===== src/hw/mec_macros.svh =====
`ifndef MEC_MACROS_SVH
`define MEC_MACROS_SVH

//////////////////////////////////////////////////
// widths shared by the controller and its users
//////////////////////////////////////////////////

// operand width, base / exponent / result all use it
`define MEC_OP_W 32

// job number, carried from start to done
`define MEC_ID_W 4

// tag on the multiplier port is {slot, op}
// slot is one bit, op is mec_pkg::mec_op_e
// so the tag is three bits wide

`endif

===== src/hw/mec_pkg.sv =====
`default_nettype none

package mec_pkg;

    //////////////////////////////////////////////////
    // kind of multiplication, low part of the tag
    //////////////////////////////////////////////////
    typedef enum logic [1:0] {
        OP_MUL    = 2'd0,   // base * result
        OP_SQR    = 2'd1,   // base * base
        OP_SINGLE = 2'd2    // one-shot multiply job
    } mec_op_e;

    // per-slot sequencing state
    // the dispatcher looks at SLOT_IDLE to place new jobs
    typedef enum logic [1:0] {
        SLOT_IDLE = 2'd0,
        SLOT_REQ  = 2'd1,   // request up towards the multiplier
        SLOT_WAIT = 2'd2    // products in flight, nothing to ask
    } slot_state_e;

endpackage

`default_nettype wire


===== src/hw/modexp_ctrl.sv =====
`timescale 1ns/1ps
`default_nettype none
`include "mec_macros.svh"

module modexp_ctrl (
    input  wire                     clk,
    input  wire                     rst_n,
    input  wire                     start_me_i,
    input  wire                     start_mm_i,
    input  wire [`MEC_ID_W-1:0]     job_id_i,
    input  wire [`MEC_OP_W-1:0]     a_i,
    input  wire [`MEC_OP_W-1:0]     e_i,
    // montgomery multiplier
    input  wire                     mm_ready_i,
    input  wire                     mm_done_i,
    input  wire [`MEC_OP_W-1:0]     mm_res_i,
    input  wire [2:0]               mm_tag_i,
    output logic                    en_mm_o,
    output logic [`MEC_OP_W-1:0]    a_mm_o,
    output logic [`MEC_OP_W-1:0]    b_mm_o,
    output logic [2:0]              mm_tag_o,
    // status and results
    output logic                    full_o,
    output logic                    done_o,
    output logic [`MEC_ID_W-1:0]    done_id_o,
    output logic [`MEC_OP_W-1:0]    z_o
);

    // dispatcher to slots
    logic                   start0, start1, start_kind;
    logic                   gnt0, gnt1;
    logic                   res_valid0, res_valid1;
    mec_pkg::mec_op_e       res_op;
    logic [`MEC_OP_W-1:0]   res;

    // slots to dispatcher
    mec_pkg::slot_state_e   state0, state1;
    logic                   req0, req1;
    logic [`MEC_OP_W-1:0]   req_a0, req_b0, req_a1, req_b1;
    mec_pkg::mec_op_e       req_op0, req_op1;
    logic                   sdone0, sdone1;
    logic [`MEC_ID_W-1:0]   sid0, sid1;
    logic [`MEC_OP_W-1:0]   sz0, sz1;

    //////////////////////////////////////////////////
    // two job slots side by side
    //////////////////////////////////////////////////

    modexp_slot u_slot0 (
        .clk (clk), .rst_n (rst_n),
        .start_i (start0), .start_me_i (start_kind),
        .job_id_i (job_id_i), .a_i (a_i), .e_i (e_i),
        .gnt_i (gnt0), .res_valid_i (res_valid0), .res_op_i (res_op), .res_i (res),
        .state_o (state0), .req_o (req0), .req_a_o (req_a0), .req_b_o (req_b0),
        .req_op_o (req_op0), .done_o (sdone0), .done_id_o (sid0), .z_o (sz0)
    );

    modexp_slot u_slot1 (
        .clk (clk), .rst_n (rst_n),
        .start_i (start1), .start_me_i (start_kind),
        .job_id_i (job_id_i), .a_i (a_i), .e_i (e_i),
        .gnt_i (gnt1), .res_valid_i (res_valid1), .res_op_i (res_op), .res_i (res),
        .state_o (state1), .req_o (req1), .req_a_o (req_a1), .req_b_o (req_b1),
        .req_op_o (req_op1), .done_o (sdone1), .done_id_o (sid1), .z_o (sz1)
    );

    // allocation, multiplier port, done merge
    mm_dispatch u_dispatch (
        .clk (clk), .rst_n (rst_n),
        .start_me_i (start_me_i), .start_mm_i (start_mm_i),
        .slot0_state_i (state0), .slot0_req_i (req0), .slot0_a_i (req_a0),
        .slot0_b_i (req_b0), .slot0_op_i (req_op0), .slot0_done_i (sdone0),
        .slot0_id_i (sid0), .slot0_z_i (sz0),
        .slot1_state_i (state1), .slot1_req_i (req1), .slot1_a_i (req_a1),
        .slot1_b_i (req_b1), .slot1_op_i (req_op1), .slot1_done_i (sdone1),
        .slot1_id_i (sid1), .slot1_z_i (sz1),
        .mm_ready_i (mm_ready_i), .mm_done_i (mm_done_i),
        .mm_res_i (mm_res_i), .mm_tag_i (mm_tag_i),
        .start0_o (start0), .start1_o (start1), .start_kind_o (start_kind),
        .gnt0_o (gnt0), .gnt1_o (gnt1),
        .res_valid0_o (res_valid0), .res_valid1_o (res_valid1),
        .res_op_o (res_op), .res_o (res),
        .en_mm_o (en_mm_o), .a_mm_o (a_mm_o), .b_mm_o (b_mm_o), .mm_tag_o (mm_tag_o),
        .full_o (full_o), .done_o (done_o), .done_id_o (done_id_o), .z_o (z_o)
    );

endmodule

`default_nettype wire


===== src/hw/mm_dispatch.sv =====
`timescale 1ns/1ps
`default_nettype none
`include "mec_macros.svh"

module mm_dispatch (
    input  wire                          clk,
    input  wire                          rst_n,
    // job starts from outside
    input  wire                          start_me_i,
    input  wire                          start_mm_i,
    // slot 0
    input  wire mec_pkg::slot_state_e    slot0_state_i,
    input  wire                          slot0_req_i,
    input  wire [`MEC_OP_W-1:0]          slot0_a_i,
    input  wire [`MEC_OP_W-1:0]          slot0_b_i,
    input  wire mec_pkg::mec_op_e        slot0_op_i,
    input  wire                          slot0_done_i,
    input  wire [`MEC_ID_W-1:0]          slot0_id_i,
    input  wire [`MEC_OP_W-1:0]          slot0_z_i,
    // slot 1
    input  wire mec_pkg::slot_state_e    slot1_state_i,
    input  wire                          slot1_req_i,
    input  wire [`MEC_OP_W-1:0]          slot1_a_i,
    input  wire [`MEC_OP_W-1:0]          slot1_b_i,
    input  wire mec_pkg::mec_op_e        slot1_op_i,
    input  wire                          slot1_done_i,
    input  wire [`MEC_ID_W-1:0]          slot1_id_i,
    input  wire [`MEC_OP_W-1:0]          slot1_z_i,
    // multiplier return
    input  wire                          mm_ready_i,
    input  wire                          mm_done_i,
    input  wire [`MEC_OP_W-1:0]          mm_res_i,
    input  wire [2:0]                    mm_tag_i,
    // to slots
    output logic                         start0_o,
    output logic                         start1_o,
    output logic                         start_kind_o,  // 1: me job
    output logic                         gnt0_o,
    output logic                         gnt1_o,
    output logic                         res_valid0_o,
    output logic                         res_valid1_o,
    output mec_pkg::mec_op_e             res_op_o,
    output logic [`MEC_OP_W-1:0]         res_o,
    // multiplier issue
    output logic                         en_mm_o,
    output logic [`MEC_OP_W-1:0]         a_mm_o,
    output logic [`MEC_OP_W-1:0]         b_mm_o,
    output logic [2:0]                   mm_tag_o,
    // to outside
    output logic                         full_o,
    output logic                         done_o,
    output logic [`MEC_ID_W-1:0]         done_id_o,
    output logic [`MEC_OP_W-1:0]         z_o
);

    logic start_any;
    logic idle0;
    logic idle1;

    //////////////////////////////////////////////////
    // slot allocation
    //////////////////////////////////////////////////

    assign start_any    = start_me_i | start_mm_i;
    assign start_kind_o = start_me_i;   // me wins when both strobes come
    assign idle0        = (slot0_state_i == mec_pkg::SLOT_IDLE);
    assign idle1        = (slot1_state_i == mec_pkg::SLOT_IDLE);

    // lowest idle slot takes it, none idle means the start is dropped
    assign start0_o = start_any && idle0;
    assign start1_o = start_any && !idle0 && idle1;
    assign full_o   = !idle0 && !idle1;

    //////////////////////////////////////////////////
    // issue arbitration, slot 0 first
    //////////////////////////////////////////////////

    assign gnt0_o = mm_ready_i && slot0_req_i;
    assign gnt1_o = mm_ready_i && slot1_req_i && !slot0_req_i;

    always_ff @(posedge clk or negedge rst_n) begin
        if (!rst_n) begin
            en_mm_o <= 1'b0;
        end else begin
            en_mm_o <= gnt0_o | gnt1_o;
        end
    end

    // operands and tag captured with the grant
    always_ff @(posedge clk) begin
        if (gnt0_o) begin
            a_mm_o   <= slot0_a_i;
            b_mm_o   <= slot0_b_i;
            mm_tag_o <= {1'b0, slot0_op_i};
        end else if (gnt1_o) begin
            a_mm_o   <= slot1_a_i;
            b_mm_o   <= slot1_b_i;
            mm_tag_o <= {1'b1, slot1_op_i};
        end
    end

    //////////////////////////////////////////////////
    // result routing by tag
    //////////////////////////////////////////////////

    assign res_valid0_o = mm_done_i && !mm_tag_i[2];
    assign res_valid1_o = mm_done_i && mm_tag_i[2];
    assign res_op_o     = mec_pkg::mec_op_e'(mm_tag_i[1:0]);
    assign res_o        = mm_res_i;

    //////////////////////////////////////////////////
    // completion merge
    //////////////////////////////////////////////////

    // one result per cycle, so the two done pulses never overlap
    always_ff @(posedge clk or negedge rst_n) begin
        if (!rst_n) begin
            done_o <= 1'b0;
        end else begin
            done_o <= slot0_done_i | slot1_done_i;
        end
    end

    always_ff @(posedge clk) begin
        if (slot0_done_i) begin
            done_id_o <= slot0_id_i;
            z_o       <= slot0_z_i;
        end else if (slot1_done_i) begin
            done_id_o <= slot1_id_i;
            z_o       <= slot1_z_i;
        end
    end

endmodule

`default_nettype wire


===== src/hw/modexp_slot.sv =====
`timescale 1ns/1ps
`default_nettype none
`include "mec_macros.svh"

module modexp_slot (
    input  wire                          clk,
    input  wire                          rst_n,
    // job load
    input  wire                          start_i,
    input  wire                          start_me_i,   // 1: exponentiation, 0: single mm
    input  wire [`MEC_ID_W-1:0]          job_id_i,
    input  wire [`MEC_OP_W-1:0]          a_i,
    input  wire [`MEC_OP_W-1:0]          e_i,          // second operand for an mm job
    // from the dispatcher
    input  wire                          gnt_i,
    input  wire                          res_valid_i,
    input  wire mec_pkg::mec_op_e        res_op_i,
    input  wire [`MEC_OP_W-1:0]          res_i,
    // to the dispatcher
    output mec_pkg::slot_state_e         state_o,
    output logic                         req_o,
    output logic [`MEC_OP_W-1:0]         req_a_o,
    output logic [`MEC_OP_W-1:0]         req_b_o,
    output mec_pkg::mec_op_e             req_op_o,
    output logic                         done_o,
    output logic [`MEC_ID_W-1:0]         done_id_o,
    output logic [`MEC_OP_W-1:0]         z_o
);

    mec_pkg::slot_state_e   state_q;

    logic [`MEC_OP_W-1:0]   base_q;     // a, a^2, a^4 ...
    logic [`MEC_OP_W-1:0]   res_q;      // running product
    logic [`MEC_OP_W-1:0]   exp_q;      // remaining exponent bits
    logic [`MEC_ID_W-1:0]   id_q;
    logic                   is_me_q;

    logic                   mul_pend_q;  // OP_MUL or OP_SINGLE in flight
    logic                   sqr_pend_q;  // OP_SQR in flight
    logic                   owe_req_q;   // a request is due whatever the exponent says

    logic [`MEC_OP_W-1:0]   exp_d;
    logic                   mul_pend_d;
    logic                   sqr_pend_d;
    logic                   owe_req_d;
    logic                   can_req;
    logic                   finish;

    //////////////////////////////////////////////////
    // request side
    //////////////////////////////////////////////////

    assign req_o   = (state_q == mec_pkg::SLOT_REQ);
    assign state_o = state_q;

    // square follows a granted multiply, else the low bit picks
    always_comb begin
        if (!is_me_q) begin
            req_op_o = mec_pkg::OP_SINGLE;
        end else if (owe_req_q || !exp_q[0]) begin
            req_op_o = mec_pkg::OP_SQR;
        end else begin
            req_op_o = mec_pkg::OP_MUL;
        end
    end

    always_comb begin
        req_a_o = base_q;
        case (req_op_o)
            mec_pkg::OP_MUL: req_b_o = res_q;
            mec_pkg::OP_SQR: req_b_o = base_q;
            default:         req_b_o = exp_q;   // mm job keeps b in the exponent reg
        endcase
    end

    //////////////////////////////////////////////////
    // bookkeeping for grants and returning results
    //////////////////////////////////////////////////

    always_comb begin
        exp_d      = exp_q;
        mul_pend_d = mul_pend_q;
        sqr_pend_d = sqr_pend_q;
        owe_req_d  = owe_req_q;

        if (res_valid_i) begin
            if (res_op_i == mec_pkg::OP_SQR) begin
                sqr_pend_d = 1'b0;
            end else begin
                mul_pend_d = 1'b0;
            end
        end

        if (gnt_i) begin
            case (req_op_o)
                mec_pkg::OP_MUL: begin
                    mul_pend_d = 1'b1;
                    if (exp_q[`MEC_OP_W-1:1] == '0) begin
                        exp_d = '0;         // last bit, no square after it
                    end else begin
                        owe_req_d = 1'b1;   // square comes next
                    end
                end
                mec_pkg::OP_SQR: begin
                    sqr_pend_d = 1'b1;
                    owe_req_d  = 1'b0;
                    exp_d      = exp_q >> 1;
                end
                default: begin
                    mul_pend_d = 1'b1;
                    owe_req_d  = 1'b0;
                    exp_d      = '0;
                end
            endcase
        end

        finish = (exp_d == '0) && !mul_pend_d && !sqr_pend_d && !owe_req_d;

        // a multiply must see the previous product, a square must see the base
        if (owe_req_d) begin
            can_req = 1'b1;
        end else begin
            can_req = (exp_d != '0) && !sqr_pend_d && !(exp_d[0] && mul_pend_d);
        end
    end

    //////////////////////////////////////////////////
    // control state
    //////////////////////////////////////////////////

    always_ff @(posedge clk or negedge rst_n) begin
        if (!rst_n) begin
            state_q    <= mec_pkg::SLOT_IDLE;
            is_me_q    <= 1'b0;
            mul_pend_q <= 1'b0;
            sqr_pend_q <= 1'b0;
            owe_req_q  <= 1'b0;
            done_o     <= 1'b0;
        end else begin
            done_o <= 1'b0;
            if (start_i) begin
                state_q    <= mec_pkg::SLOT_REQ;
                is_me_q    <= start_me_i;
                mul_pend_q <= 1'b0;
                sqr_pend_q <= 1'b0;
                owe_req_q  <= !start_me_i;   // mm job asks once
            end else if (state_q != mec_pkg::SLOT_IDLE) begin
                mul_pend_q <= mul_pend_d;
                sqr_pend_q <= sqr_pend_d;
                owe_req_q  <= owe_req_d;
                if (finish) begin
                    state_q <= mec_pkg::SLOT_IDLE;
                    done_o  <= 1'b1;
                end else if (can_req) begin
                    state_q <= mec_pkg::SLOT_REQ;
                end else begin
                    state_q <= mec_pkg::SLOT_WAIT;
                end
            end
        end
    end

    // operands and result
    always_ff @(posedge clk) begin
        if (start_i) begin
            base_q <= a_i;
            exp_q  <= e_i;
            id_q   <= job_id_i;
            res_q  <= {{(`MEC_OP_W-1){1'b0}}, start_me_i};  // 1 for me, 0 for mm
        end else begin
            exp_q <= exp_d;
            if (res_valid_i) begin
                if (res_op_i == mec_pkg::OP_SQR) begin
                    base_q <= res_i;
                end else begin
                    res_q <= res_i;
                end
            end
        end
    end

    // stable through the done cycle, a new start loads only at its end
    assign done_id_o = id_q;
    assign z_o       = res_q;

endmodule

`default_nettype wire


===== config.mk =====
export PLATFORM = sky130hd
export DESIGN_NAME = modexp_ctrl
export DESIGN_NICKNAME = d
export VERILOG_FILES = /design/src/hw/mec_pkg.sv /design/src/hw/modexp_ctrl.sv /design/src/hw/mm_dispatch.sv /design/src/hw/modexp_slot.sv
export VERILOG_INCLUDE_DIRS = /design/src /design/src/hw
export SDC_FILE = /design/constraint.sdc
export NUM_CORES = 1
export LEC_CHECK = 0
export ABC_AREA = 1
export BUFFER_PORTS_ARGS = -buffer_cell sky130_fd_sc_hd__buf_2
export CORE_ASPECT_RATIO = 0.75
export CORE_MARGIN = 4
export CORE_UTILIZATION = 33
export DETAILED_ROUTE_END_ITERATION = 8
export GPL_TIMING_DRIVEN = 1
export PLACE_DENSITY = 0.61
export RECOVER_POWER = 25
export SLEW_MARGIN = 20
export SYNTH_ARGS = -nofsm -noshare
export SYNTH_HDL_FRONTEND = slang
export SYNTH_SLANG_ARGS = --single-unit

===== constraint.sdc =====
create_clock -name clk -period 3.21 [get_ports clk]
set_clock_uncertainty 0.1 [all_clocks]
set_input_delay 0.642 -clock clk [delete_from_list [all_inputs] [get_ports clk]]
set_output_delay 0.642 -clock clk [all_outputs]
set_load 0.01 [all_outputs]

### Yosys cells after proc, flatten, opt, wreduce, memory -nomap -nowiden

Cells that the tools add are included.
W data, S select, Z words.

* equality and inequality tests: 7
* muxes and demuxes: 85
* bitwise operators: 4
* reductions and logical operators: 64

Operators with widths (count)
* $mux W32: 17
* $pmux W32 S2: 4
* $logic_not A32 Y1: 2
* $reduce_bool A32 Y1: 2
* $logic_not A31 Y1: 2
* $mux W1: 50
* $mux W2: 12
* $logic_and A1 B1 Y1: 21
* $reduce_bool A2 Y1: 10
* $logic_not A1 Y1: 15
* $reduce_and A2 Y1: 6
* $eq A2 B1 Y1 const B: 5
* $logic_not A2 Y1: 4
* $mux W4: 2
* $ne A2 B2 Y1 const B: 2
* $or A1 B1 Y1: 3
* $logic_or A1 B1 Y1: 2
* $not A1 Y1: 1

* register bits: 319
* output and inout bits: 106
* word-level logic and storage cells: 190

### Longest topological paths before layout

Gate-level depths: netlist (run 1).

* depth in word-level cells: 15
* gate-level depth with buffers: 18
* depth with buffers taken out: 17

### By module

Synthesis (run 1) repeated with hierarchy kept, for this count alone.

* cell total of the unflattened synthesis: 1923
* area total of the unflattened synthesis: 15600.0 um2

Modules (own cells, without submodules)
* modexp_slot: instances 2, cells each 717, area an instance 5424.0 um2, seq. area each 2547.4 um2
* mm_dispatch: instances 1, cells each 489, area an instance 4752.1 um2, seq. area each 3133.0 um2

### Least setup slack after synthesis (run 1)

OpenSTA, ideal clock, no wires.

* kind: input-to-reg
* start point: input mm_tag_i[0]
* end point: register u_slot1.base_q[0], in the netlist u_slot1.req_a_o[0], enable pin
* setup time: 0.466 ns
* arrival: 3.363 ns
* required time: 2.644 ns
* slack: -0.718 ns
* stages: 4
* path through: inv_1 nor2_1 clkinv_1 o21ai_0

* longest elaborated chain between the ends: 3

Ends and longest elaborated chain
* start, declared: RTL line modexp_ctrl.sv:17 `input wire [2:0] mm_tag_i,`
* $eq A2 B1 Y1: RTL line modexp_slot.sv:173 `if (res_op_i == mec_pkg::OP_SQR) begin`
* $reduce_bool A2 Y1 (no line)
* $reduce_and A2 Y1 (no line)
* end signal, assigned: RTL line modexp_slot.sv:166 `base_q <= a_i;`
* end signal, assigned: RTL line modexp_slot.sv:174 `base_q <= res_i;`
* end, declared: RTL line modexp_slot.sv:32 `` logic [`MEC_OP_W-1:0] base_q; ``

Every way passes these cells.
A chain may end at the register's enable or synchronous reset.

### Worst setup path in the final report (run 1)

* start point: register u_slot0.done_o
* end point: register u_dispatch.z_o[4], enable pin

* longest elaborated chain between the ends: 1

Ends and longest elaborated chain
* start, declared: RTL line modexp_slot.sv:25 `output logic done_o,`
* start signal, assigned: RTL line modexp_slot.sv:138 `done_o <= 1'b0;`
* start signal, assigned: RTL line modexp_slot.sv:140 `done_o <= 1'b0;`
* start signal, assigned: RTL line modexp_slot.sv:153 `done_o <= 1'b1;`
* $reduce_bool A2 Y1 (no line)
* end signal, assigned: RTL line mm_dispatch.sv:127 `z_o <= slot0_z_i;`
* end signal, assigned: RTL line mm_dispatch.sv:130 `z_o <= slot1_z_i;`
* end, declared: RTL line mm_dispatch.sv:53 `` output logic [`MEC_OP_W-1:0] z_o ``

Every way passes these cells.

==> run summary, run 1 <==
Final ANT Viol Nets - 0
Post-Route Setup TNS - 0 ns
CP max stage delay - 1.38 ns
grt ovf - 0
status - complete, but fails checks
clock-pin slew on the worst setup and hold paths - 0.06 ns
sequential fraction of the synthesis area - 55.3%
Slowest-stage cell, CP - or2_0
initial drt markers - 1365
count of state elements after synthesis - 319
drt wl/cell - 20.9 um
fin crit period - 2.72 ns
placed inst area - 16600 sq um
htree depth - 2
cells along the critical path - or2_0, buf_4
Pins Over Slew Limit - 87
Boundary Pins - 215
R2R Setup Slk - 0.49 ns
mapped cell area - 14900 sq um
total power - 18800 uW
initial antenna violation count - 9
All-Layer GR Usage - 21.3%
R2R Path End - u_dispatch.z_o[4]$_DFFE_PP_
reg-to-reg startpoint - u_slot0.done_o$_DFF_PN0_
failing checks - capacitance limit, slew limit
via count - 13300
clock root buffer master - clkbuf_16
WP data required - 3.31 ns
Avg Cell Area, Syn - 8.53 sq um
DRC viols - 0
Row Count - 67
crit path launch - u_slot0.done_o$_DFF_PN0_
vias in the first global route - 12400
Final HPWL DP - 37500 um
worst vdd ir - 0.000505 V
Skew-Pair Late Insertion Delay - 0.55 ns
upper clock frequency limit - 368 MHz
Post-CTS Resized - 0
starting density of the core - 33.4%
Worst slew margin - -27.3%
crit share post-route - 84.6%
clock tree sinks - 319
pwr/cell area - 1060 nW/um^2
CTS max path bufs - 3
pin count of the biggest net entering global routing - 86
most frequent cells in the layout - nand2_1, inv_1, edfxtp_1, o21ai_0, buf_2
CP Capture Type - flip-flop
unrepaired setup endpoints after global routing - no
global-route wire length before repair - 78000 um
ratio of cells with drive above 1 in the final layout - 14.6%
final WL - 53500 um
Final setup viols - 0
CP Max Fanout - 21
vias per inst - 5.19
Post CTS Setup Buffer Count - 0
Syn Inst Count - 1746
Die Y - 192 um
Nets - 2048
Worst Tran Pin Value - 1.91 ns
Yosys warnings - 0
GPL Wtd Cong - 0.903
reg2reg path depth - 2
Fin. Hold Viols - 0
CTS tree - done
Max Cap Viol - 2
Arr. time, crit path - 2.81 ns
Worst Setup Start Kind - flip-flop
critical path endpoint - u_dispatch.z_o[4]$_DFFE_PP_
total CTS buffers - 36
commonest non-fill, non-tap cell in the layout - nand2_1
Crit Path Class - reg2reg
P_leak - 0.00764 uW
final instance area - 17800 sq um
cts hold-fix bufs - 1
Port Buffers - 214
Core Area - 44600 sq um
Cell variety after synth - 39
die footprint - 48600 sq um
Chip Width - 253 um
area grow syn2layout - 19.4%
worst hold path class - in2reg
Post-Syn Nets - 1855
1st-pass router iterations - 5
-- kinds of logic after synthesis --
family / synth area share (%)
and+or+nand+nor: 18.6
AOI/OAI and AO/OA: 17.7
DFF: 55.3
buffers and inverters: 8.09
muxes: 0.336
-- per-layer routing --
metal | GRT usage [%] | share of wire (%) | up-vias
li1 | - | - | 6303
met1 | 31.9 | 47 | 6250
met2 | 31.3 | 42 | 622
met3 | 5.27 | 9.5 | 79
met4 | 4.71 | 1.9 | 8
met5 | 0 | 0.097 | -
-- worst max-delay path: cells and delay by family (launching register included) --
kind / cells / cell delay [ns]
and+or+nand+nor: 1 / 1.38
buffers and inverters: 1 / 0.53
DFF: 1 / 0.35
-- flip-flops by register name, indices dropped and copies added, names as in the netlist, 32 cells and up --
signal             count
u_dispatch.a_mm_o     32
u_dispatch.b_mm_o     32
u_dispatch.z_o        32
u_slot0.exp_q         32
u_slot0.req_a_o       32
u_slot0.z_o           32
u_slot1.exp_q         32
u_slot1.req_a_o       32
u_slot1.z_o           32
-- layout make-up --
class / instances / area (sq um)
Clock inverter: 20 / 219
Clock buffer: 46 / 990
Inverter: 192 / 724
Fill cell: 4519 / 26800
Timing Repair Buffer: 258 / 1410
Sequential cell: 319 / 8230
Tap cell: 586 / 733
Multi-Input combinational cell: 1132 / 5480
Antenna cell: 1 / 2.50
-- power by group --
part	internal, uW	switching, uW	total [uW]
logic	2300	4830	7130
registers	6270	1190	7460
clock network	2460	1770	4230
total	11000	7800	18800
-- worst min path at each step --
stage                                       startpoint                             end  cells past startpoint
after global routing                           e_i[20]       u_slot1.exp_q[20]$_DFF_P_                      3
after global placement     u_slot1.z_o[7]$_SDFFE_PP0P_     u_slot1.z_o[7]$_SDFFE_PP0P_                      2
after CTS                                  job_id_i[0]  u_slot1.done_id_o[0]$_DFFE_PP_                      1
final                                          e_i[20]       u_slot0.exp_q[20]$_DFF_P_                      3
after detailed placement  u_slot1.z_o[11]$_SDFFE_PP0P_    u_slot1.z_o[11]$_SDFFE_PP0P_                      2
after floorplan                                  rst_n     u_dispatch.done_o$_DFF_PN0_                      0
-- cell usage after synthesis --
library cell  number  share of area (%)
nand2_1          528                 13
edfxtp_1         176                 36
inv_1            176                4.4
o21ai_0          176                5.9
nor2_1           128                3.2
dfxtp_1          127                 17
a22oi_1           76                3.8
clkbuf_1          57                1.4
a221oi_1          52                3.1
o22ai_1           32                1.3
a21oi_1           31                1.0
buf_2             24               0.81
nand3_1           21               0.71
o21ai_1           18               0.61
dfrtp_1           16                2.7
a31oi_1           14               0.59
inv_2             11               0.28
a211oi_1          10               0.50
buf_1             10               0.25
nand4_1           10               0.42
a21boi_1           7               0.35
buf_4              7               0.35
buf_6              5               0.38
mux2i_1            5               0.34
clkinv_1           4               0.10
nor3_1             4               0.13
a21oi_2            3               0.18
nand2_4            3               0.23
nor2_2             3               0.13
nand2_2            2              0.084
nor2_4             2               0.15
a21boi_0           1              0.050
a21oi_4            1               0.11
inv_4              1              0.042
nand3_2            1              0.067
nand3_4            1               0.12
o21a_1             1              0.050
o221ai_1           1              0.059
or2_2              1              0.042
-- through the flow --
step / setup WS (ns) / util (%) / std cells / hold slack, ns
finish: 0.494 / 39.9 / 2554 / 0.212
global route: 0.302 / 39.9 / 2553 / 0.220
CTS: 0.675 / 40.1 / 2553 / 0.196
detailed placement: 0.493 / 37.3 / 2486 / 0.381
global placement: 0.494 / 37.3 / 2486 / 0.377
floorplan: 0.148 / - / 1746 / 0.246
Note: power is estimated with default switching activity, not from simulation.
==> run 2: changes to the inputs <==
PLACE_DENSITY = 0.59   (was 0.61)
clock period = 2.5 ns   (was 3.21 ns; I/O delays follow)
==> run 2 against run 1 <==
The flow now finishes without violations. Via count increased by 1.5%. Cell count increased by 0.47%. Total power increased by 29%. Utilization increased by 0.30 points. Critical path type unchanged. Critical endpoint is now u_slot1.state_o[0]$_DFFE_PN0P_. Largest cell class unchanged. Highest routed layer unchanged.
==> run summary, run 2 (synthesis results as in run 1) <==
vias in the first global route - 12900 (+3.5%)
CTS tree - done
Boundary Pins - 215 (unchanged)
Crit Path Class - reg2reg
Worst Tran Pin Value - 1.04 ns (-0.865 ns)
WP data required - 2.84 ns (-0.47 ns)
clock tree sinks - 319 (unchanged)
vias per inst - 5.25 (+1.0%)
via count - 13500 (+1.5%)
total CTS buffers - 36 (unchanged)
Port Buffers - 214 (unchanged)
final instance area - 17900 sq um (+0.75%)
WHS - 0.0783 ns (-0.133 ns)
most frequent cells in the layout - nand2_1, inv_1, edfxtp_1, o21ai_0, buf_2
CP Capture Type - flip-flop
crit share post-route - 91.4% (+6.8 points)
number of fill cells - 4497 (-0.49%)
status - completed
Post-Route Setup TNS - 0 ns (unchanged)
Clk pwr share - 21.8% (-0.7 points)
Final ANT Viol Nets - 0 (unchanged)
initial drt markers - 1446 (+5.9%)
area grow syn2layout - 20.3%
Sw Share - 41.5% (+0.10 points)
Core Area - 44600 sq um (unchanged)
starting density of the core - 33.4% (unchanged)
htree depth - 2 (unchanged)
Die Y - 192 um (unchanged)
Final setup viols - 0 (unchanged)
Final HPWL DP - 38600 um (+2.8%)
CP max stage delay - 0.39 ns (-0.99 ns)
CTS max path bufs - 3 (unchanged)
die footprint - 48600 sq um (unchanged)
footprint of the multi-input gates - 5500 sq um (+0.48%)
n_diodes - 0 (-1)
P_leak - 0.00767 uW (+0.33%)
cells along the critical path - inv_1, nand3_1, nor2_1, inv_2, buf_4, nand2_1, nand2_1, nor2_1, nand4_1, nor2_1, nand3_1, nand2_1, nand3_1, nand2_1, inv_1
pin count of the biggest net entering global routing - 69 (-20%)
Row Count - 67 (unchanged)
global-route wire length before repair - 79500 um (+1.9%)
Register Area - 8230 sq um (unchanged)
worst vdd ir - 0.000452 V (-11%)
1st-pass router iterations - 7 (+2)
Nets - 2061 (+0.63%)
Setup WS pre-CTS - 0.133 ns (-0.359 ns)
total power - 24300 uW (+29%)
Chip Width - 253 um (unchanged)
unrepaired setup endpoints after global routing - no
final WL - 54300 um (+1.5%)
commonest non-fill, non-tap cell in the layout - nand2_1
Comb pwr share - 38.6% (+0.7 points)
All-Layer GR Usage - 21.7% (+0.34 points)
Power Internal - 14200 uW (+29%)
Skew-Pair Late Insertion Delay - 0.56 ns (about the same)
fin crit period - 2.28 ns (-0.431 ns)
GPL Wtd Cong - 0.918 (+1.7%)
Max Cap Viol - 0 (-2)
Arr. time, crit path - 2.62 ns (-0.19 ns)
NetSw - 10100 uW (+30%)
ratio of cells with drive above 1 in the final layout - 14.3% (-0.30 points)
drt wl/cell - 21.2 um (+0.98%)
final setup margin - 0.215 ns (-0.279 ns)
clock-pin slew on the worst setup and hold paths - 0.06 ns (about the same)
Slowest-stage cell, CP - dfrtp_1
upper clock frequency limit - 438 MHz (+19%)
worst hold path class - in2reg
CP Max Fanout - 17 (-19%)
Pins Over Slew Limit - 0 (-100%)
grt ovf - 0 (unchanged)
Seq pwr share - 39.6% (about the same)
pwr/cell area - 1360 nW/um^2 (+28%)
clock root buffer master - clkbuf_16
initial antenna violation count - 5 (-4)
Fin. Hold Viols - 0 (unchanged)
Post CTS Setup Buffer Count - 0 (unchanged)
DRC viols - 0 (unchanged)
most frequent CP cell - nand2_1
Worst slew margin - 30.4% (+58 points)
Worst Setup Start Kind - flip-flop
placed inst area - 16800 sq um (+1.1%)
## run 2: power groups by stage
stage / combinational (uW) / sequential, uW / clock, uW
2_1_floorplan: 5810 / 9260 / 0
3_3_place_gp: 9290 / 9610 / 0
3_5_place_dp: 9360 / 9630 / 0
4_1_cts: 9430 / 9560 / 5380
5_1_grt: 10400 / 9810 / 5600
6_report: 9390 / 9640 / 5310
## run 2: what timing repair did
action	4_1_cts	5_1_grt
hold buffers	1	0
hold endpoints to repair	16	0
setup endpoints to repair	0	1
resized for setup	0	4
## run 2: worst max-delay path: cells and delay by family (launching register included)
family	cells	cell delay [ns]
buffers and inverters	4	0.54
flip-flops	1	0.39
AND/OR/NAND/NOR	11	1.15
## run 2: final timing paths
| path | from | end | slack (ns) | cells past startpoint |
|---|---|---|---|---|
| setup / recovery | u_slot1.state_o[1]$_DFFE_PN0P_ | u_slot1.state_o[0]$_DFFE_PN0P_ | 0.22 | 15 |
| max in group asynchronous | rst_n | u_slot0.done_o$_DFF_PN0_ | 1.07 | 2 |
| hold / removal | job_id_i[0] | u_slot0.done_id_o[0]$_DFFE_PP_ | 0.08 | 1 |
| setup reg to reg | u_slot1.state_o[1]$_DFFE_PN0P_ | u_slot1.state_o[0]$_DFFE_PN0P_ | 0.22 | 15 |
| hold reg to reg | u_slot0.z_o[16]$_SDFFE_PP0P_ | u_slot0.z_o[16]$_SDFFE_PP0P_ | 0.39 | 2 |
| min in group asynchronous | rst_n | u_slot1.mul_pend_q$_DFFE_PN0P_ | 0.55 | 2 |
## run 2: metrics by stage
step                      util (%)  std cells
after global routing          40.2       2566
after global placement        37.7       2499
after CTS                     40.3       2566
after detailed placement      37.7       2499
final                         40.2       2566
after floorplan                  -       1746
## run 2: area by class of cell
cell class              instances  area share [%]
flip-flops and latches        319            45.9
multi-input cells            1132            30.7
repair buffers                271            8.70
clock buffers                  49            5.59
well taps                     586            4.09
inverters                     192            4.06
clock inverters                17           0.915
## run 2: routing by layer
metal	track usage, %	vias up	routed length (um)
met3	5.83	76	5640
met4	5.26	10	1150
met2	30.9	641	22000
met5	0	-	64
li1	-	6327	-
met1	32.6	6407	25400
